==> src/source/dbg_pkg.sv <==
// Widths, opcodes, FSM states, TDO selects and CRC constants of the debug bus master
package dbg_pkg;

  //////////////////////////////
  // Widths
  //////////////////////////////
  localparam int DR_W      = 53;  // TAP data register
  localparam int DATA_W    = 32;  // Bus word and address
  localparam int COUNT_W   = 16;  // Burst word count
  localparam int BIT_CNT_W = 6;   // Counts up to 32 for the CRC phase
  localparam int REGSEL_W  = 1;   // One internal register today
  localparam int ERR_REG_W = 33;  // Address above the error bit

  localparam int WORD_BYTES = 4;  // Address step per word

  //////////////////////////////
  // CRC-32
  //////////////////////////////
  localparam logic [DATA_W-1:0] CRC_POLY = 32'hEDB8_8320;  // Reflected polynomial
  localparam logic [DATA_W-1:0] CRC_INIT = 32'hFFFF_FFFF;

  // Internal register index
  localparam logic [REGSEL_W-1:0] INTREG_ERROR = '0;

  // Module opcodes, the 8 and 16 bit bursts are not decoded
  typedef enum logic [3:0] {
    BWRITE32 = 4'd3,
    BREAD32  = 4'd7,
    IREG_WR  = 4'd9,
    IREG_SEL = 4'd13
  } opcode_e;

  // Burst FSM, high-speed mode only
  typedef enum logic [3:0] {
    IDLE, RBEGIN, RREADY, RSTATUS, RBURST, RCRC,
    WREADY, WWAIT, WBURST, WCRC, WMATCH
  } state_e;

  // Source of the TDO bit
  typedef enum logic [1:0] {
    READY,  // Bus status
    DATA,   // Output shift register LSB
    MATCH,  // Write CRC compare
    CRC     // CRC serial out
  } tdo_sel_e;

endpackage

==> src/source/dbg_cmd_decode.sv <==
// Data register field split and opcode classification
`timescale 1ns/1ns

module dbg_cmd_decode (
  input  logic [dbg_pkg::DR_W-1:0]     data_register_i,
  input  logic                         tdi_i,            // One bit ahead of bit 52
  output logic                         module_cmd_o,
  output logic                         burst_rd_o,
  output logic                         burst_wr_o,
  output logic                         ireg_sel_o,
  output logic                         ireg_wr_o,
  output dbg_pkg::opcode_e             opcode_o,
  output logic [dbg_pkg::DATA_W-1:0]   addr_o,
  output logic [dbg_pkg::COUNT_W-1:0]  count_o,
  output logic [dbg_pkg::REGSEL_W-1:0] regsel_o,
  output logic                         err_clear_o,
  output logic                         start_bit_o,
  output logic [dbg_pkg::DATA_W-1:0]   wdata_o
);

  // MSB low means the command is meant for a module
  assign module_cmd_o = ~data_register_i[52];
  assign start_bit_o  = data_register_i[52];  // Write burst start bit
  assign opcode_o     = dbg_pkg::opcode_e'(data_register_i[51:48]);
  assign addr_o       = data_register_i[47:16];
  assign count_o      = data_register_i[15:0];

  // Internal register commands reuse the address field
  assign regsel_o    = data_register_i[47 -: dbg_pkg::REGSEL_W];
  assign err_clear_o = data_register_i[46];  // Error register write data

  // Last bit still on tdi_i, the other 31 already in the register
  assign wdata_o = {tdi_i, data_register_i[52:22]};

  //////////////////////////////
  // Opcode classes
  //////////////////////////////
  always_comb begin
    burst_rd_o = 1'b0;
    burst_wr_o = 1'b0;
    ireg_sel_o = 1'b0;
    ireg_wr_o  = 1'b0;
    case (opcode_o)
      dbg_pkg::BREAD32:  burst_rd_o = 1'b1;
      dbg_pkg::BWRITE32: burst_wr_o = 1'b1;
      dbg_pkg::IREG_SEL: ireg_sel_o = 1'b1;
      dbg_pkg::IREG_WR: begin
        ireg_sel_o = 1'b1;  // A write also selects its register
        ireg_wr_o  = 1'b1;
      end
      default: ;  // Unknown opcodes do nothing
    endcase
  end

endmodule

==> src/source/dbg_burst_ctrl.sv <==
// Burst FSM with address, word and bit counters and the datapath strobes
`timescale 1ns/1ns

module dbg_burst_ctrl (
  input  logic                        tck_i,
  input  logic                        rst_i,
  input  logic                        module_select_i,
  input  logic                        capture_dr_i,
  input  logic                        shift_dr_i,
  input  logic                        update_dr_i,
  input  logic                        module_cmd_i,
  input  logic                        burst_rd_i,
  input  logic                        burst_wr_i,
  input  logic                        ireg_sel_i,
  input  logic                        ireg_wr_i,
  input  logic [dbg_pkg::DATA_W-1:0]  addr_i,
  input  logic [dbg_pkg::COUNT_W-1:0] count_i,
  input  logic                        start_bit_i,
  input  logic                        crc_match_i,
  input  logic                        bus_ready_i,
  output logic                        bus_start_o,
  output logic                        bus_clr_err_o,
  output logic                        bus_rd_o,
  output logic [dbg_pkg::DATA_W-1:0]  bus_addr_o,
  output logic                        out_ld_biu_o,
  output logic                        out_ld_ireg_o,
  output logic                        out_shift_o,
  output logic                        crc_clr_o,
  output logic                        crc_en_o,
  output logic                        crc_in_tdi_o,
  output logic                        crc_shift_o,
  output logic                        regsel_ld_o,
  output logic                        intreg_ld_o,
  output logic                        err_check_o,
  output dbg_pkg::tdo_sel_e           tdo_sel_o,
  output logic                        top_inhibit_o
);

  dbg_pkg::state_e               state_q, state_d;
  logic [dbg_pkg::DATA_W-1:0]    addr_q;
  logic [dbg_pkg::COUNT_W-1:0]   word_q;
  logic [dbg_pkg::BIT_CNT_W-1:0] bit_q;
  logic                          rd_q;       // Latched burst direction
  logic                          burst_ld;   // Take address, count and direction
  logic                          word_dec;
  logic                          bit_rst;
  logic                          bit_en;
  logic                          word_next;  // Read word done, load the next one
  logic                          cmd_upd;
  logic                          word_zero;
  logic                          bit_max;
  logic                          bit_32;

  assign cmd_upd   = module_select_i & module_cmd_i & update_dr_i;
  assign word_zero = (word_q == '0);
  assign bit_max   = (bit_q == dbg_pkg::BIT_CNT_W'(dbg_pkg::DATA_W - 1));
  assign bit_32    = (bit_q == dbg_pkg::BIT_CNT_W'(dbg_pkg::DATA_W));

  assign bus_addr_o = addr_q;
  assign bus_rd_o   = rd_q;

  //////////////////////////////
  // Next state and strobes
  //////////////////////////////
  always_comb begin
    state_d       = state_q;
    burst_ld      = 1'b0;
    word_dec      = 1'b0;
    bit_rst       = 1'b0;
    bit_en        = 1'b0;
    word_next     = 1'b0;
    bus_start_o   = 1'b0;
    bus_clr_err_o = 1'b0;
    out_ld_biu_o  = 1'b0;
    out_ld_ireg_o = 1'b0;
    out_shift_o   = 1'b0;
    crc_clr_o     = 1'b0;
    crc_en_o      = 1'b0;
    crc_in_tdi_o  = 1'b0;
    crc_shift_o   = 1'b0;
    regsel_ld_o   = 1'b0;
    intreg_ld_o   = 1'b0;
    err_check_o   = 1'b0;
    tdo_sel_o     = dbg_pkg::DATA;
    top_inhibit_o = 1'b1;  // Any burst state holds off the top level
    case (state_q)
      dbg_pkg::IDLE: begin
        top_inhibit_o = 1'b0;
        // Internal register access stays in IDLE
        out_shift_o   = module_select_i & shift_dr_i;
        out_ld_ireg_o = module_select_i & capture_dr_i;
        if (cmd_upd) begin
          regsel_ld_o = ireg_sel_i;
          intreg_ld_o = ireg_wr_i;
          if (burst_rd_i || burst_wr_i) begin
            burst_ld  = 1'b1;
            crc_clr_o = 1'b1;  // Fresh CRC per burst
            state_d   = burst_rd_i ? dbg_pkg::RBEGIN : dbg_pkg::WREADY;
          end
        end
      end
      dbg_pkg::RBEGIN: begin
        top_inhibit_o = 1'b0;
        if (word_zero) begin
          state_d = dbg_pkg::IDLE;  // Empty burst
        end else begin
          bus_start_o = 1'b1;  // First read runs while the TAP turns around
          state_d     = dbg_pkg::RREADY;
        end
      end
      dbg_pkg::RREADY: begin
        top_inhibit_o = 1'b0;
        if (module_select_i && capture_dr_i) state_d = dbg_pkg::RSTATUS;
      end
      dbg_pkg::RSTATUS: begin
        tdo_sel_o = dbg_pkg::READY;  // Host polls for a 1
        if (update_dr_i) begin
          state_d = dbg_pkg::IDLE;
        end else if (bus_ready_i) begin
          word_next = 1'b1;
          state_d   = dbg_pkg::RBURST;
        end
      end
      dbg_pkg::RBURST: begin
        out_shift_o = 1'b1;
        bit_en      = 1'b1;
        crc_en_o    = 1'b1;  // CRC follows the bit on TDO
        if (update_dr_i) begin
          state_d = dbg_pkg::IDLE;
        end else if (bit_max) begin
          if (word_zero) state_d = dbg_pkg::RCRC;
          else word_next = 1'b1;
        end
      end
      dbg_pkg::RCRC: begin
        tdo_sel_o   = dbg_pkg::CRC;
        crc_shift_o = 1'b1;  // No count, the host stops with update
        if (update_dr_i) state_d = dbg_pkg::IDLE;
      end
      dbg_pkg::WREADY: begin
        top_inhibit_o = 1'b0;
        if (word_zero) state_d = dbg_pkg::IDLE;
        else if (module_select_i && capture_dr_i) state_d = dbg_pkg::WWAIT;
      end
      dbg_pkg::WWAIT: begin
        if (update_dr_i) begin
          state_d = dbg_pkg::IDLE;
        end else if (module_select_i && start_bit_i) begin
          bus_clr_err_o = 1'b1;  // Drop a stale error from the last burst
          bit_en        = 1'b1;
          word_dec      = 1'b1;  // Pre-decrement
          crc_en_o      = 1'b1;
          crc_in_tdi_o  = 1'b1;  // First data bit is on tdi_i already
          state_d       = dbg_pkg::WBURST;
        end
      end
      dbg_pkg::WBURST: begin
        bit_en       = 1'b1;
        crc_en_o     = 1'b1;
        crc_in_tdi_o = 1'b1;
        if (update_dr_i) begin
          state_d = dbg_pkg::IDLE;
        end else if (bit_max) begin
          err_check_o = 1'b1;  // Previous write must be done
          bit_rst     = 1'b1;
          bus_start_o = 1'b1;
          word_dec    = 1'b1;
          if (word_zero) state_d = dbg_pkg::WCRC;
        end
      end
      dbg_pkg::WCRC: begin
        bit_en = 1'b1;
        if (update_dr_i) begin
          state_d = dbg_pkg::IDLE;
        end else if (bit_32) begin
          tdo_sel_o   = dbg_pkg::MATCH;  // This is the bit the host reads
          err_check_o = crc_match_i;     // bad CRC leaves the trap alone
          state_d     = dbg_pkg::WMATCH;
        end
      end
      dbg_pkg::WMATCH: begin
        tdo_sel_o = dbg_pkg::MATCH;
        if (update_dr_i) state_d = dbg_pkg::IDLE;
      end
      default: state_d = dbg_pkg::IDLE;
    endcase

    // Read word handoff, prefetch unless this is the last word
    if (word_next) begin
      err_check_o  = 1'b1;
      out_ld_biu_o = 1'b1;
      bit_rst      = 1'b1;
      word_dec     = 1'b1;
      bus_start_o  = (word_q > dbg_pkg::COUNT_W'(1));
    end
  end

  //////////////////////////////
  // State and counters
  //////////////////////////////
  always_ff @(posedge tck_i or posedge rst_i) begin
    if (rst_i) begin
      state_q <= dbg_pkg::IDLE;
      addr_q  <= '0;
      word_q  <= '0;
      bit_q   <= '0;
      rd_q    <= 1'b0;
    end else begin
      state_q <= state_d;
      if (burst_ld) begin
        addr_q <= addr_i;
        word_q <= count_i;
        rd_q   <= burst_rd_i;
      end else begin
        if (bus_start_o) addr_q <= addr_q + dbg_pkg::DATA_W'(dbg_pkg::WORD_BYTES);
        if (word_dec && !word_zero) word_q <= word_q - 1'b1;  // Stops at zero
      end
      if (burst_ld || bit_rst) bit_q <= '0;
      else if (bit_en) bit_q <= bit_q + 1'b1;
    end
  end

endmodule

==> src/source/dbg_result_path.sv <==
// Output shift register, CRC-32, error and select registers, TDO multiplexer
`timescale 1ns/1ns

module dbg_result_path (
  input  logic                          tck_i,
  input  logic                          rst_i,
  input  logic                          tdi_i,
  input  logic                          out_ld_biu_i,
  input  logic                          out_ld_ireg_i,
  input  logic                          out_shift_i,
  input  logic                          crc_clr_i,
  input  logic                          crc_en_i,
  input  logic                          crc_in_tdi_i,
  input  logic                          crc_shift_i,
  input  logic                          regsel_ld_i,
  input  logic                          intreg_ld_i,
  input  logic                          err_check_i,
  input  dbg_pkg::tdo_sel_e             tdo_sel_i,
  input  logic [dbg_pkg::REGSEL_W-1:0]  regsel_i,
  input  logic                          err_clear_i,
  input  logic [dbg_pkg::DATA_W-1:0]    crc_ref_i,    // CRC as shifted in by the host
  input  logic [dbg_pkg::DATA_W-1:0]    bus_rdata_i,
  input  logic                          bus_ready_i,
  input  logic                          bus_err_i,
  input  logic                          bus_start_i,
  input  logic [dbg_pkg::DATA_W-1:0]    bus_addr_i,
  output logic                          crc_match_o,
  output logic                          module_tdo_o
);

  logic [dbg_pkg::ERR_REG_W-1:0] out_sr;
  logic [dbg_pkg::ERR_REG_W-1:0] err_reg;   // {address, error}
  logic [dbg_pkg::ERR_REG_W-1:0] ireg_data;
  logic [dbg_pkg::REGSEL_W-1:0]  regsel_q;
  logic [dbg_pkg::DATA_W-1:0]    crc_q;
  logic                          crc_din;

  // Room for more registers behind the select
  assign ireg_data = (regsel_q == dbg_pkg::INTREG_ERROR) ? err_reg : '0;

  //////////////////////////////
  // Output shift register
  //////////////////////////////
  always_ff @(posedge tck_i or posedge rst_i) begin
    if (rst_i) begin
      out_sr <= '0;
    end else if (out_ld_biu_i) begin
      out_sr <= {1'b0, bus_rdata_i};
    end else if (out_ld_ireg_i) begin
      out_sr <= ireg_data;
    end else if (out_shift_i) begin
      out_sr <= {1'b0, out_sr[dbg_pkg::ERR_REG_W-1:1]};  // LSB goes out first
    end
  end

  always_ff @(posedge tck_i or posedge rst_i) begin
    if (rst_i) regsel_q <= '0;
    else if (regsel_ld_i) regsel_q <= regsel_i;
  end

  // Error trap; address tracks each access until an error freezes it
  always_ff @(posedge tck_i or posedge rst_i) begin
    if (rst_i) begin
      err_reg <= '0;
    end else if (intreg_ld_i && (regsel_i == dbg_pkg::INTREG_ERROR)) begin
      if (err_clear_i) err_reg[0] <= 1'b0;  // Writing 1 clears the bit
    end else if (!err_reg[0]) begin
      if (err_check_i && (bus_err_i || !bus_ready_i)) begin
        err_reg[0] <= 1'b1;                  // Failed or unfinished access
      end else if (bus_start_i) begin
        err_reg[dbg_pkg::ERR_REG_W-1:1] <= bus_addr_i;
      end
    end
  end

  //////////////////////////////
  // Serial CRC-32
  //////////////////////////////
  assign crc_din = crc_in_tdi_i ? tdi_i : out_sr[0];  // Write data or read data

  always_ff @(posedge tck_i or posedge rst_i) begin
    if (rst_i) begin
      crc_q <= dbg_pkg::CRC_INIT;
    end else if (crc_clr_i) begin
      crc_q <= dbg_pkg::CRC_INIT;
    end else if (crc_en_i) begin
      crc_q <= (crc_q >> 1) ^ ((crc_din ^ crc_q[0]) ? dbg_pkg::CRC_POLY : '0);
    end else if (crc_shift_i) begin
      crc_q <= crc_q >> 1;  // Doubles as its own output register
    end
  end

  assign crc_match_o = (crc_ref_i == crc_q);

  // TDO
  always_comb begin
    case (tdo_sel_i)
      dbg_pkg::READY: module_tdo_o = bus_ready_i;
      dbg_pkg::DATA:  module_tdo_o = out_sr[0];
      dbg_pkg::MATCH: module_tdo_o = crc_match_o;
      default:        module_tdo_o = crc_q[0];
    endcase
  end

endmodule

==> src/source/dbg_bus_unit.sv <==
// Single access bus unit with a sticky error flag
`timescale 1ns/1ns

module dbg_bus_unit (
  input  logic                       tck_i,
  input  logic                       rst_i,
  input  logic                       clr_err_i,
  input  logic                       start_i,
  input  logic                       rd_i,
  input  logic [dbg_pkg::DATA_W-1:0] addr_i,
  input  logic [dbg_pkg::DATA_W-1:0] wdata_i,
  output logic [dbg_pkg::DATA_W-1:0] rdata_o,
  output logic                       ready_o,
  output logic                       err_o,
  output logic                       bus_cyc_o,
  output logic                       bus_we_o,
  output logic [dbg_pkg::DATA_W-1:0] bus_adr_o,
  output logic [dbg_pkg::DATA_W-1:0] bus_dat_o,
  input  logic [dbg_pkg::DATA_W-1:0] bus_dat_i,
  input  logic                       bus_ack_i,
  input  logic                       bus_err_i
);

  assign ready_o = ~bus_cyc_o;  // Idle means the last access is done

  // Cycle and error flag
  always_ff @(posedge tck_i or posedge rst_i) begin
    if (rst_i) begin
      bus_cyc_o <= 1'b0;
      bus_we_o  <= 1'b0;
      err_o     <= 1'b0;
    end else begin
      if (start_i) begin
        bus_cyc_o <= 1'b1;
        bus_we_o  <= ~rd_i;
      end else if (bus_cyc_o && (bus_ack_i || bus_err_i)) begin
        bus_cyc_o <= 1'b0;  // Ends on the edge after the response
      end
      if (clr_err_i) err_o <= 1'b0;
      else if (bus_cyc_o && bus_err_i) err_o <= 1'b1;  // sticky
    end
  end

  // Access payload
  always_ff @(posedge tck_i) begin
    if (start_i) begin
      bus_adr_o <= addr_i;
      bus_dat_o <= wdata_i;
    end
    if (bus_cyc_o && bus_ack_i && !bus_we_o) rdata_o <= bus_dat_i;  // Read data
  end

endmodule

==> src/source/dbg_bus_module.sv <==
// Debug module bus master top level, decoder, controller, result path and bus unit
`timescale 1ns/1ns

module dbg_bus_module (
  input  logic                       tck_i,
  input  logic                       rst_i,
  input  logic                       tdi_i,
  input  logic                       capture_dr_i,
  input  logic                       shift_dr_i,
  input  logic                       update_dr_i,
  input  logic [dbg_pkg::DR_W-1:0]   data_register_i,
  input  logic                       module_select_i,
  output logic                       module_tdo_o,
  output logic                       top_inhibit_o,
  output logic                       bus_cyc_o,
  output logic                       bus_we_o,
  output logic [dbg_pkg::DATA_W-1:0] bus_adr_o,
  output logic [dbg_pkg::DATA_W-1:0] bus_dat_o,
  input  logic [dbg_pkg::DATA_W-1:0] bus_dat_i,
  input  logic                       bus_ack_i,
  input  logic                       bus_err_i
);

  // Decoded command
  logic                         module_cmd, burst_rd, burst_wr, ireg_sel, ireg_wr;
  logic [dbg_pkg::DATA_W-1:0]   cmd_addr, wdata;
  logic [dbg_pkg::COUNT_W-1:0]  cmd_count;
  logic [dbg_pkg::REGSEL_W-1:0] regsel;
  logic                         err_clear, start_bit;
  // Controller strobes
  logic                         bus_start, bus_clr_err, bus_rd;
  logic [dbg_pkg::DATA_W-1:0]   bus_addr;
  logic                         out_ld_biu, out_ld_ireg, out_shift;
  logic                         crc_clr, crc_en, crc_in_tdi, crc_shift;
  logic                         regsel_ld, intreg_ld, err_check;
  dbg_pkg::tdo_sel_e            tdo_sel;
  // Status back
  logic                         crc_match, bus_ready, bus_err;
  logic [dbg_pkg::DATA_W-1:0]   rdata;

  dbg_cmd_decode u_decode (
    .data_register_i (data_register_i), .tdi_i      (tdi_i),
    .module_cmd_o    (module_cmd),      .burst_rd_o (burst_rd),
    .burst_wr_o      (burst_wr),        .ireg_sel_o (ireg_sel),
    .ireg_wr_o       (ireg_wr),         .opcode_o   (),          // Debug visibility only
    .addr_o          (cmd_addr),        .count_o    (cmd_count),
    .regsel_o        (regsel),          .err_clear_o(err_clear),
    .start_bit_o     (start_bit),       .wdata_o    (wdata)
  );

  dbg_burst_ctrl u_ctrl (
    .tck_i         (tck_i),        .rst_i          (rst_i),
    .module_select_i(module_select_i), .capture_dr_i(capture_dr_i),
    .shift_dr_i    (shift_dr_i),   .update_dr_i    (update_dr_i),
    .module_cmd_i  (module_cmd),   .burst_rd_i     (burst_rd),
    .burst_wr_i    (burst_wr),     .ireg_sel_i     (ireg_sel),
    .ireg_wr_i     (ireg_wr),      .addr_i         (cmd_addr),
    .count_i       (cmd_count),    .start_bit_i    (start_bit),
    .crc_match_i   (crc_match),    .bus_ready_i    (bus_ready),
    .bus_start_o   (bus_start),    .bus_clr_err_o  (bus_clr_err),
    .bus_rd_o      (bus_rd),       .bus_addr_o     (bus_addr),
    .out_ld_biu_o  (out_ld_biu),   .out_ld_ireg_o  (out_ld_ireg),
    .out_shift_o   (out_shift),    .crc_clr_o      (crc_clr),
    .crc_en_o      (crc_en),       .crc_in_tdi_o   (crc_in_tdi),
    .crc_shift_o   (crc_shift),    .regsel_ld_o    (regsel_ld),
    .intreg_ld_o   (intreg_ld),    .err_check_o    (err_check),
    .tdo_sel_o     (tdo_sel),      .top_inhibit_o  (top_inhibit_o)
  );

  dbg_result_path u_result (
    .tck_i        (tck_i),        .rst_i        (rst_i),
    .tdi_i        (tdi_i),        .out_ld_biu_i (out_ld_biu),
    .out_ld_ireg_i(out_ld_ireg),  .out_shift_i  (out_shift),
    .crc_clr_i    (crc_clr),      .crc_en_i     (crc_en),
    .crc_in_tdi_i (crc_in_tdi),   .crc_shift_i  (crc_shift),
    .regsel_ld_i  (regsel_ld),    .intreg_ld_i  (intreg_ld),
    .err_check_i  (err_check),    .tdo_sel_i    (tdo_sel),
    .regsel_i     (regsel),       .err_clear_i  (err_clear),
    .crc_ref_i    (data_register_i[52:21]),  // Host CRC after 32 shifts
    .bus_rdata_i  (rdata),        .bus_ready_i  (bus_ready),
    .bus_err_i    (bus_err),      .bus_start_i  (bus_start),
    .bus_addr_i   (bus_addr),     .crc_match_o  (crc_match),
    .module_tdo_o (module_tdo_o)
  );

  dbg_bus_unit u_bus (
    .tck_i    (tck_i),      .rst_i    (rst_i),
    .clr_err_i(bus_clr_err), .start_i (bus_start),
    .rd_i     (bus_rd),     .addr_i   (bus_addr),
    .wdata_i  (wdata),      .rdata_o  (rdata),
    .ready_o  (bus_ready),  .err_o    (bus_err),
    .bus_cyc_o(bus_cyc_o),  .bus_we_o (bus_we_o),
    .bus_adr_o(bus_adr_o),  .bus_dat_o(bus_dat_o),
    .bus_dat_i(bus_dat_i),  .bus_ack_i(bus_ack_i),
    .bus_err_i(bus_err_i)
  );

endmodule

==> config.mk <==
export PLATFORM = sky130hd
export DESIGN_NAME = dbg_bus_module
export DESIGN_NICKNAME = d
export VERILOG_FILES = /design/src/source/dbg_pkg.sv /design/src/source/dbg_cmd_decode.sv /design/src/source/dbg_burst_ctrl.sv /design/src/source/dbg_result_path.sv /design/src/source/dbg_bus_unit.sv /design/src/source/dbg_bus_module.sv
export SDC_FILE = /design/constraint.sdc
export NUM_CORES = 1
export LEC_CHECK = 0
export ABC_AREA = 1
export BUFFER_PORTS_ARGS = -buffer_cell sky130_fd_sc_hd__buf_2
export CORE_MARGIN = 2
export CORE_UTILIZATION = 50
export CTS_BUF_LIST = sky130_fd_sc_hd__clkbuf_4
export DETAILED_ROUTE_END_ITERATION = 10
export PLACE_DENSITY = 0.73
export SLEW_MARGIN = 20
export SYNTH_ARGS = -nofsm -noshare
export SYNTH_HDL_FRONTEND = slang
export SYNTH_SLANG_ARGS = --single-unit
==> constraint.sdc <==
create_clock -name tck_i -period 5.79 [get_ports tck_i]
set_clock_uncertainty 0.05 [all_clocks]
set_input_delay 1.737 -clock tck_i [delete_from_list [all_inputs] [get_ports tck_i]]
set_output_delay 1.737 -clock tck_i [all_outputs]
set_load 0.05 [all_outputs]
* After elaboration in Yosys (flattened, before gate mapping) *
Index checks and enable logic that the tools add are counted.

cells by class
  add/subtract/negate cells = 3
  bitwise logic cells = 13
  magnitude comparators = 1
  multiplexer cells = 88
  equality and inequality tests = 32
  reduce and logical (&&, ||, !) cells = 32

operators with widths
  cell                                                                    count
  32-bit 2-to-1 mux                                                       6
  33-bit 2-to-1 mux                                                       4
  4-bit 2-to-1 mux                                                        18
  1-bit 2-to-1 mux                                                        41
  4-bit case mux with 10 select lines                                     1
  32-bit by 3-bit adder with 32-bit output (second input constant)        1
  32-bit == test                                                          1
  16-bit 2-to-1 mux                                                       2
  31-bit by 32-bit bitwise XOR with 32-bit output                         1
  4-bit by 3-bit == test with 1-bit output (second input constant)        5
  4-bit == test (second input constant)                                   5
  3-bit by 2-bit != test with 1-bit output (second input constant)        6
  16-bit by 1-bit > comparator with 1-bit output (second input constant)  1
  16-bit logical NOT                                                      1
  1-bit case mux with 2 select lines                                      8
  16-bit by 1-bit subtractor with 16-bit output (second input constant)   1
  4-bit by 2-bit == test with 1-bit output (second input constant)        3
  6-bit 2-to-1 mux                                                        2
  12-bit AND reduction                                                    1
  2-bit nonzero test                                                      5
  1-bit logical AND                                                       9
  2-bit by 1-bit != test with 1-bit output (second input constant)        4
  2-bit case mux with 4 select lines                                      1
  1-bit inverter                                                          7
  23 further kinds                                                        35

word-level totals
  logic and storage cells = 185
  flip-flop bits (word level) = 257
  input bits = 94
  output and inout port bits = 68

* Logic depth before layout (Yosys ltp) *
Gate-level depths: netlist of run 1.

  depth after elaboration = 10
  mapped depth = 14

* Cells and area by module *
Synthesis of run 1 repeated with hierarchy kept, for this count alone.

unflattened totals
  cells, all modules = 1613
  area, all modules = 13606.8 um2

by module, submodules not included
  module           area an instance (um2)  times used  cells an instance
  dbg_result_path  5064.9                  1           618
  dbg_burst_ctrl   4822.1                  1           782
  dbg_bus_unit     3017.9                  1           113
  dbg_cmd_decode   701.9                   1           100

* Worst setup path before layout of run 1 *
No wires, ideal clock.

  path kind = input-to-output
  start point = input data_register_i[50] in the netlist's numbering
  end point = output module_tdo_o
  data required time = 4003 ps
  setup slack = 1035 ps
  stages on the path = 11
  buffers on the path = 0
  arrival = 2968 ps
  cell sequence = inv_1 nand2_1 nand2_1 nand2_1 nor2_1 nand2_1 nor2_1 nand2_1 o21ai_0 a21oi_1 o21ai_0

between the ends
  word-level cells in the longest chain between the ends = 2

RTL lines
  element                             RTL line               text
  start, declared                     dbg_bus_module.sv:11   input logic [dbg_pkg::DR_W-1:0] data_register_i,
  32-bit == test                      dbg_result_path.sv:93  assign crc_match_o = (crc_ref_i == crc_q);
  1-bit case mux with 3 select lines  dbg_result_path.sv:97  case (tdo_sel_i)
  end, declared                       dbg_bus_module.sv:13   output logic module_tdo_o,

Every way passes these cells.

* Worst setup path in the final report of run 1 *
Same ends and word-level chain as after synthesis.

==> key figures, run 1 <==
Run status
  • Status: completed

Clock network
  • Post-CTS Setup Inserts: 0
  • Clock input transition at the sequential cells of the worst setup and hold paths: 0.07 ns
  • CTS tree: yes
  • Cts repair resizes: 0
  • Clk_lat worst skew: 0.67 ns
  • # hold bufs at CTS: 0
  • Inserted Clock Buffers: 69
  • Sink Count: 257
  • Clk buf depth: 3
  • H-Tree Depth: 3
  • Clock root cell: clkbuf_4

Worst setup path
  • CP Launch Type: input pin
  • Worst Path Arrival: 3.18 ns
  • Req. time, crit path: 4.00 ns
  • Critical path class: input pin to primary output
  • CP Capture Type: primary output
  • Worst-path fanout max: 4

Logic synthesis
  • Leading area contributor after synthesis: dfrtp_1
  • Top_reg_cell synth: dfrtp_1
  • Synth async-reset ratio: 62.6%
  • Synth top area share: 26.2%
  • Syn Nets: 1,454
  • Count of cell types in the netlist: 47
  • Synth Instances: 1,355
  • Cell Area, Synth: 0.0123 mm2
  • Post-synthesis sequential area ratio: 56.4%
  • Yosys reg bits: 257
  • Ranking of synthesized cells by area: dfrtp_1, edfxtp_1, nand2_1
  • Number of synthesized flops with an enable pin: 96
  • Average cell area after synthesis: 9.10 um2
  • Synth warn: 0

Finish
  • Final Net Count: 1,643
  • Synth-to-Final Area Change: 16.2%
  • Share of cells above drive strength 1: 22.4%
  • Post-Route Utilization: 59.1%

Timing
  • Relative slew slack: 27.3%
  • Setup Viol. Count Final: 0
  • Setup TNS: 0 ns
  • Worst hold margin: 0.397 ns
  • Max Clk Rate: 201 MHz
  • Fin crit period: 4.96 ns
  • Fin. max-slew vios: 0
  • RSZ-0062 raised after global routing: no
  • Final hold vios: 0
  • Worst slew pin tran: 1.08 ns
  • Final Cycle Share: 85.7%

Power and ir drop
  • P_int: 4160 uW
  • P_sw: 3010 uW
  • Clock Power Share: 23.2%
  • P per Cell Area: 501 mW/mm2
  • Max VDD drop: 285 uV
  • Reg power frac: 40.5%
  • Sw frac: 42.0%
  • Leakage: 0.00651 uW
  • Combinational cell fraction of total power: 36.3%

Detailed routing
  • Vias: 10.5k
  • Routed Antenna Nets: 0
  • WL final: 33,600 um
  • Initial DRT Pass Iterations: 7
  • WL/cell: 17.5 um
  • Iteration-0 DRC count of the detailed router: 935
  • Average vias per placed instance: 5.44
  • DRC: 0

Global routing
  • Total GRT Usage: 26.1%
  • Vias in the first global route: 10.2k
  • GRT overflow: 0
  • Antenna violations before repair: 2
  • Global-route wire length before repair: 53,300 um
  • Largest net degree at the start of global routing: 162

Placement
  • Placer Congestion: 0.902
  • DP HPWL: 23,000 um
  • PortBufs: 161

Floorplanning
  • IO Count: 162
  • Die X: 161 um
  • FP Rows: 57
  • Initial Utilization: 50.9%
  • Core area: 0.0242 mm2
  • Die area: 0.0259 mm2
  • Die Y: 161 um

Min path
  • Hold Path Class: flop to flop

Flow run
  • Number of max-cap violations: 0
-- synth_stat cells (all sizes together), types with 2 or more instances --
master / instances
nor2: 98
o211ai: 25
xor2: 27
dfrtp: 129
inv: 137
nor3: 17
a21oi: 18
nand3: 108
nand4: 49
xnor2: 29
o31ai: 2
ha: 5
nand2: 343
edfxtp: 96
o21ai: 131
o22ai: 13
clkbuf: 18
buf: 38
o21a: 3
nor4: 3
a22oi: 20
dfstp: 32
a22o: 3
-- path summary, 6_finish.rpt --
path                                           from                    end  slack (ns)  depth (start not counted)
worst min register to register     u_bus.rdata_o[8]     u_result.out_sr[8]        0.40                          2
max in group asynchronous                     rst_i  u_ctrl.bus_addr_o[31]        3.76                          3
worst max register to register     u_ctrl.word_q[0]  u_ctrl.bus_addr_o[26]        2.36                         12
worst max-delay path            data_register_i[50]           module_tdo_o        0.83                         13
min in group asynchronous                     rst_i   u_result.err_reg[26]        1.27                          3
worst min-delay path               u_bus.rdata_o[8]     u_result.out_sr[8]        0.40                          2
-- per-stage QoR --
stage               cell area [um2]  power, uW  setup slack (ns)  std cells
CTS                           14300       7200             0.810       1924
global route                  14300       7630             0.657       1925
detailed placement            13400       5520             0.816       1797
global placement              13400       5470             0.852       1797
floorplan                     12300       4830              1.04       1355
finish                        14300       7170             0.827       1926
-- critical path: stages --
cell and delay, ns:
buf_2 0.13, inv_1 0.12, nand2_1 0.07, nand2_1 0.05, nand2_1 0.07, nor2_1 0.10, nand2_1 0.06, nor2_1 0.13
nand2_1 0.09, o21ai_0 0.14, a21oi_1 0.05, o21ai_0 0.10, buf_2 0.32
-- layout make-up --
type / count / area, um2
Multi-Input combinational cell: 904 / 4600
Sequential cell: 257 / 6950
Clock buffer: 109 / 818
Antenna cell: 2 / 5.00
Clock inverter: 18 / 104
Tap cell: 324 / 405
Fill cell: 2195 / 9920
Inverter: 138 / 522
Timing Repair Buffer: 174 / 928
-- power groups by stage --
stage	sequential, uW	clock (uW)	combinational, uW
detailed placement	2930	0	2590
global route	2950	1800	2880
CTS	2900	1700	2600
floorplan	3270	0	1560
global placement	2920	0	2540
finish	2910	1660	2600
-- metal layers --
layer	track usage, %	routed length (um)	vias up
met5	0	0	-
met2	41.4	15700	440
met4	9.86	1060	0
met3	5.34	2320	81
li1	-	-	4992
met1	35.8	14500	4973
-- placed cells by master (no fill, tap or decap), types with 5 or more instances in the layout --
| cell type | instances |
|---|---|
| a21oi_1 | 18 |
| clkbuf_4 | 109 |
| xor2_1 | 27 |
| nand2_1 | 337 |
| a22oi_1 | 20 |
| o22ai_1 | 12 |
| dfstp_2 | 32 |
| nor2_2 | 10 |
| buf_2 | 161 |
| ha_1 | 5 |
| nand2_2 | 5 |
| clkinv_1 | 11 |
| dfrtp_1 | 129 |
| o21ai_0 | 87 |
| o21ai_1 | 41 |
| o211ai_1 | 25 |
| inv_1 | 128 |
| nor2_1 | 84 |
| edfxtp_1 | 96 |
| buf_4 | 11 |
| nand4_1 | 49 |
| inv_2 | 12 |
| xnor2_1 | 29 |
| nor3_1 | 16 |
| nand3_1 | 107 |
-- cells by family after synthesis --
logic type	after synthesis	synth area share (%)
AOI/OAI and AO/OA	219	10.4
xor gates and xnor gates	56	3.98
adders and majority gates	5	0.507
buffers and inverters	194	6.45
DFF	257	56.4
muxes	1	0.0811
and+or+nand+nor	623	22.2
(Power assumes the default switching activity.)
==> run 2, diff against run 1 <==
Settings changed: CELL_PAD_IN_SITES_DETAIL_PLACEMENT set to 0, CELL_PAD_IN_SITES_GLOBAL_PLACEMENT set to 1, CORE_UTILIZATION 50 to 41, PLACE_DENSITY 0.73 to unset, PLACE_DENSITY_LB_ADDON set to 0.1.
==> key figures, run 2 (same netlist as run 1, synthesis figures left out) <==
Floorplanning
  • Core area: 0.0296 mm2 (+22%)
  • IO Count: 162 (unchanged)
  • Die area: 0.0315 mm2 (+21%)
  • FP Rows: 63 (+11%)
  • Die X: 177 um (+10%)
  • Die Y: 177 um (+10%)
  • Initial Utilization: 41.6% (-9.3 points)

Timing
  • Setup TNS: 0 ns (unchanged)
  • Relative slew slack: 35.8% (+8.5 points)
  • Max Clk Rate: 200 MHz (-0.62%)
  • Setup Viol. Count Final: 0 (unchanged)
  • Fin. max-slew vios: 0 (unchanged)
  • Fin crit period: 4.99 ns (+0.0311 ns)
  • Final Cycle Share: 86.3% (+0.54 points)
  • RSZ-0062 raised after global routing: no
  • Final hold vios: 0 (unchanged)
  • Worst slew pin tran: 0.963 ns (-0.120 ns)

Clock network
  • Inserted Clock Buffers: 76 (+10%)
  • Sink Count: 257 (unchanged)
  • # hold bufs at CTS: 0 (unchanged)
  • Clk_lat worst skew: 0.71 ns (+0.04 ns)
  • H-Tree Depth: 3 (unchanged)
  • Clock input transition at the sequential cells of the worst setup and hold paths: 0.06 ns (about the same)
  • Post-CTS Setup Inserts: 0 (unchanged)
  • Clock root cell: clkbuf_4
  • Clk buf depth: 3 (unchanged)
  • CTS tree: yes
  • Cts repair resizes: 0 (unchanged)

Power and ir drop
  • Max VDD drop: 220 uV (-23%)
  • P per Cell Area: 507 mW/mm2 (+1.3%)
  • Total power: 7360 uW (+2.7%)
  • Leakage: 0.00658 uW (+1.0%)

Worst setup path
  • Req. time, crit path: 4.00 ns (about the same)
  • Critical-path top delay cell: buf_2
  • CP Launch Type: input pin
  • CP peak stage delay: 0.30 ns (-0.02 ns)
  • Most used cell, CP: nand2_1
  • Cells along the critical path: buf_2 > inv_1 > nand2_1 > nand2_1 > nand2_1 > nor2_1 > nand2_1 > nor2_1 > nand2_1 > o21ai_0 > a21oi_1 > o21ai_0 > buf_2
  • Buf+Inv Stages, Crit Path: 3 (unchanged)
  • Critical path class: input pin to primary output
  • Crit path depth: 13 (unchanged)
  • CP top delay family: simple AND/OR/NAND/NOR gates
  • Worst-path fanout max: 4 (unchanged)
  • Worst Path Arrival: 3.21 ns (+0.03 ns)
  • Worst-case reg-to-reg path depth: 14 (+2)
  • CP Capture Type: primary output

Detailed routing
  • WL/cell: 17.9 um (+2.5%)
  • Average vias per placed instance: 5.11 (-6.2%)
  • Iteration-0 DRC count of the detailed router: 668 (-29%)
  • WL final: 35,800 um (+6.5%)
  • Initial DRT Pass Iterations: 5 (-2)
  • Vias: 10.2k (-2.5%)
  • DRC: 0 (unchanged)
  • Routed Antenna Nets: 0 (unchanged)

Global routing
  • Total GRT Usage: 23.2% (-2.9 points)
  • Antenna violations before repair: 1 (-1)
  • GRT overflow: 0 (unchanged)
  • Vias in the first global route: 10.2k (unchanged)
  • Global-route wire length before repair: 56,100 um (+5.3%)
  • Largest net degree at the start of global routing: 162 (unchanged)

Finish
  • Design Area, Final: 0.0145 mm2 (+1.3%)
  • Share of cells above drive strength 1: 23.0% (+0.54 points)
  • Synth-to-Final Area Change: 17.7%
  • Most common library cell in the layout ignoring fill and taps: nand2_1
  • Final Net Count: 1,651 (+0.49%)
  • Most frequent cells in the layout: nand2_1, buf_2, dfrtp_1, inv_1, clkbuf_4

Placement
  • DP HPWL: 24,300 um (+5.6%)
  • Placed cell area: 0.0135 mm2 (+0.62%)
  • Placer Congestion: 0.831 (-7.9%)
  • PortBufs: 161 (unchanged)

Min path
  • Hold Path Class: flop to flop
  • Hold depth: 2 (unchanged)

Flow run
  • Number of max-cap violations: 0 (unchanged)

Run status
  • Status: completed
run 2: cell types whose count changed in the layout (fill, tap and decap cells not counted):
cell / previous run / this run
bufinv_16: 1 / 2
clkinv_1: 11 / 10
buf_6: 0 / 1
clkinv_4: 1 / 0
inv_2: 12 / 11
clkinvlp_4: 2 / 1
clkbuf_4: 109 / 122
clkinv_2: 1 / 0
run 2: layout make-up:
| cell class | instances | area, um2 |
|---|---|---|
| fillers | 2954 | 15100 |
| flip-flops and latches | 257 | 6950 |
| multi-input cells | 904 | 4600 |
| repair buffers | 175 | 940 |
| clock buffers | 122 | 916 |
| inverters | 138 | 522 |
| well taps | 390 | 488 |
| clock inverters | 14 | 105 |
| diodes | 2 | 5.00 |
run 2: final timing paths:
kind	slack, ns	from	end
worst max-delay path	0.80	data_register_i[22]	module_tdo_o
min in group asynchronous	1.24	rst_i	u_ctrl.bus_addr_o[28]
worst min register to register	0.42	u_result.err_reg[21]	u_result.err_reg[21]
max in group asynchronous	3.73	rst_i	u_ctrl.word_q[3]
worst max register to register	2.48	u_ctrl.word_q[0]	u_ctrl.bus_addr_o[18]
worst min-delay path	0.42	u_result.err_reg[21]	u_result.err_reg[21]
run 2: worst min-delay path, cell delays in order (launching register included):
cell and delay, ns:
dfrtp_1 0.34, nand2_1 0.05, nand2_1 0.05
run 2: per-layer routing:
metal  part of all wire (%)  vias to the layer above  global-route usage [%]  wire length (um)
met5                      0                        -                       0                 0
met4                    2.0                        0                    7.41               729
met3                    6.0                       63                    5.31              2140
met2                     46                      291                    35.9             16400
met1                     46                     4857                    32.4             16600
li1                       -                     5014                       -                 -
run 2: per-stage QoR:
| step | setup WS (ns) | std cells | util (%) | hold WS [ns] |
|---|---|---|---|---|
| 6_report | 0.796 | 2002 | 49.0 | 0.424 |
| 5_1_grt | 0.631 | 2002 | 49.0 | 0.447 |
| 4_1_cts | 0.748 | 1999 | 48.9 | 0.426 |
| 3_5_place_dp | 0.754 | 1863 | 45.5 | 0.409 |
| 3_3_place_gp | 0.771 | 1863 | 45.5 | 0.406 |
| 2_1_floorplan | 1.04 | 1355 | - | 0.388 |
run 2: power by group:
group | total, uW | switching [uW] | internal, uW
registers | 2910 | 396 | 2520
clock network | 1830 | 792 | 1040
logic | 2620 | 1880 | 742
total | 7360 | 3070 | 4290
==> run 3, diff against run 2 <==
Settings changed: CTS_BUF_LIST sky130_fd_sc_hd__clkbuf_4 to sky130_fd_sc_hd__clkbuf_4 sky130_fd_sc_hd__clkbuf_8, PLACE_DENSITY set to 0.85, PLACE_DENSITY_LB_ADDON 0.1 to unset.
==> key figures, run 3 (same netlist as run 1, synthesis figures left out) <==
Global routing
  • GRT overflow: 0 (unchanged)
  • Total GRT Usage: 21.9% (-1.3 points)
  • Largest net degree at the start of global routing: 142 (-12%)
  • Antenna violations before repair: 3 (+2)
  • Vias in the first global route: 9,942 (-2.6%)
  • Global-route wire length before repair: 53,800 um (-4.2%)

Worst setup path
  • CP Launch Type: input pin
  • Critical-path top delay cell: buf_2
  • Buf+Inv Stages, Crit Path: 2 (-1)
  • CP top delay family: simple AND/OR/NAND/NOR gates
  • Cells along the critical path: buf_2 > xnor2_1 > nand2_1 > nor2_1 > nand2_1 > nor2_1 > nand2_1 > o21ai_0 > a21oi_1 > o21ai_0 > buf_2
  • Most used cell, CP: nand2_1
  • Worst Path Arrival: 3.37 ns (+0.16 ns)
  • Critical path class: input pin to primary output
  • Crit path depth: 11 (-2)
  • CP Capture Type: primary output
  • Worst-path fanout max: 5 (+1)
  • Worst-case reg-to-reg path depth: 15 (+1)
  • Req. time, crit path: 4.00 ns (about the same)
  • CP peak stage delay: 0.31 ns (about the same)

Timing
  • Max Clk Rate: 194 MHz (-3.1%)
  • Worst slew pin tran: 0.834 ns (-0.129 ns)
  • Relative slew slack: 44.4% (+8.6 points)
  • Fin. max-slew vios: 0 (unchanged)
  • Final hold vios: 0 (unchanged)
  • Final Cycle Share: 89.0% (+2.7 points)
  • RSZ-0062 raised after global routing: no
  • Setup TNS: 0 ns (unchanged)
  • Setup Viol. Count Final: 0 (unchanged)
  • Fin crit period: 5.15 ns (+0.158 ns)

Detailed routing
  • Initial DRT Pass Iterations: 5 (unchanged)
  • Vias: 10.2k (-0.23%)
  • Iteration-0 DRC count of the detailed router: 695 (+4.0%)
  • Routed Antenna Nets: 0 (unchanged)
  • WL final: 34,400 um (-4.0%)
  • WL/cell: 17.6 um (-1.4%)
  • Average vias per placed instance: 5.23 (+2.4%)
  • DRC: 0 (unchanged)

Power and ir drop
  • Combinational cell fraction of total power: 35.0% (-0.6 points)
  • Leakage: 0.00652 uW (-0.95%)
  • P per Cell Area: 509 mW/mm2 (+0.44%)
  • Reg power frac: 39.5% (about the same)
  • Max VDD drop: 266 uV (+21%)
  • P_int: 4380 uW (+1.9%)
  • Clock Power Share: 25.5% (+0.7 points)
  • P_sw: 3020 uW (-1.6%)
  • Sw frac: 40.8% (-0.86 points)

Placement
  • DP HPWL: 23,500 um (-3.3%)
  • PortBufs: 161 (unchanged)
  • Dpl cells: 1,864 (+0.054%)
  • Placer Congestion: 0.839 (+0.98%)

Clock network
  • Clock input transition at the sequential cells of the worst setup and hold paths: 0.06 ns (about the same)
  • # hold bufs at CTS: 0 (unchanged)
  • Sink Count: 257 (unchanged)
  • Clock root cell: clkbuf_8
  • Post-CTS Setup Inserts: 0 (unchanged)
  • Inserted Clock Buffers: 46 (-39%)
  • Clk buf depth: 3 (unchanged)
  • Cts repair resizes: 0 (unchanged)
  • H-Tree Depth: 2 (-1)
  • Clk_lat worst skew: 0.56 ns (-0.15 ns)
  • CTS tree: yes

Floorplanning
  • Die Y: 177 um (unchanged)
  • Die area: 0.0315 mm2 (unchanged)
  • Core area: 0.0296 mm2 (unchanged)
  • FP Rows: 63 (unchanged)
  • IO Count: 162 (unchanged)
  • Initial Utilization: 41.6% (unchanged)
  • Die X: 177 um (unchanged)

Finish
  • Most common library cell in the layout ignoring fill and taps: nand2_1
  • Synth-to-Final Area Change: 17.8% (about the same)
  • Fill cells: 2,889 (-2.2%)
  • Final Net Count: 1,622 (-1.8%)
  • Post-Layout Cell Count: 1,950 (-2.6%)
  • Share of cells above drive strength 1: 20.9% (-2.1 points)
  • Most frequent cells in the layout: nand2_1, buf_2, dfrtp_1, inv_1, nand3_1

Run status
  • Status: completed

Flow run
  • Number of max-cap violations: 0 (unchanged)

Min path
  • Hold depth: 2 (unchanged)
  • Hold Path Class: flop to flop
==> run 3: changes by cell type in the layout (fill, tap and decap cells not counted), sizes merged <==
cell and change:
clkinv +2, clkbuf -53, diode -1, bufinv +2, inv -2
==> run 3: path summary, 6_finish.rpt <==
check	startpoint	to	slack, ns
max reg2reg	u_ctrl.word_q[0]	u_result.err_reg[18]	2.40
max	data_register_i[49]	module_tdo_o	0.64
min reg2reg	u_result.err_reg[13]	u_result.err_reg[13]	0.42
max in group asynchronous	rst_i	u_ctrl.bus_addr_o[26]	3.35
min	u_result.err_reg[13]	u_result.err_reg[13]	0.42
min in group asynchronous	rst_i	u_result.out_sr[25]	1.16
==> run 3: layout make-up <==
cell class                 count  area [um2]  share of cell area (%)
sequential                   257        6950                    47.9
tap                          390         488                    3.36
multi-input combinational    904        4600                    31.6
antenna                        1        2.50                  0.0172
clock buffer                  68         848                    5.84
inverter                     138         522                    3.59
timing repair buffer         176         937                    6.45
clock inverter                16         181                    1.25
==> run 3: stage by stage <==
stage / utilization, % / setup slack, ns / hold WS (ns) / power, uW / cell area [um2]
floorplan: - / 1.04 / 0.388 / 4830 / 12300
global placement: 45.5 / 0.650 / 0.409 / 5500 / 13500
detailed placement: 45.5 / 0.603 / 0.409 / 5530 / 13500
CTS: 49.0 / 0.595 / 0.424 / 7450 / 14500
global route: 49.0 / 0.504 / 0.443 / 7850 / 14500
finish: 49.0 / 0.637 / 0.422 / 7400 / 14500
==> run 3: worst reg2reg max path: stages, from the launching register on <==
cell     delay [ns]
dfrtp_1        0.40
inv_1          0.14
ha_1           0.22
nand2_2        0.13
nor2_2         0.16
nand2_1        0.13
nand2_2        0.13
o22ai_4        0.07
buf_4          0.25
inv_2          0.07
buf_4          0.41
nand3_1        0.16
nand2_2        0.09
nand3_2        0.53
nand2_1        0.24
nand2_1        0.08
==> run 3: per-layer routing <==
metal	wire, um	vias to the layer above	part of all wire (%)	track usage (%)
met5	25	-	0.073	0
met4	731	4	2.1	6.05
met3	2360	65	6.9	3.98
met2	15800	364	46	34.9
met1	15400	4871	45	30.7
li1	-	4897	-	-
==> run 3: power by group through the flow <==
stage          registers, uW  clock network [uW]  logic (uW)
6_report                2920                1890        2590
5_1_grt                 2980                2000        2870
4_1_cts                 2920                1930        2600
3_5_place_dp            2950                   0        2580
3_3_place_gp            2940                   0        2560
2_1_floorplan           3270                   0        1560
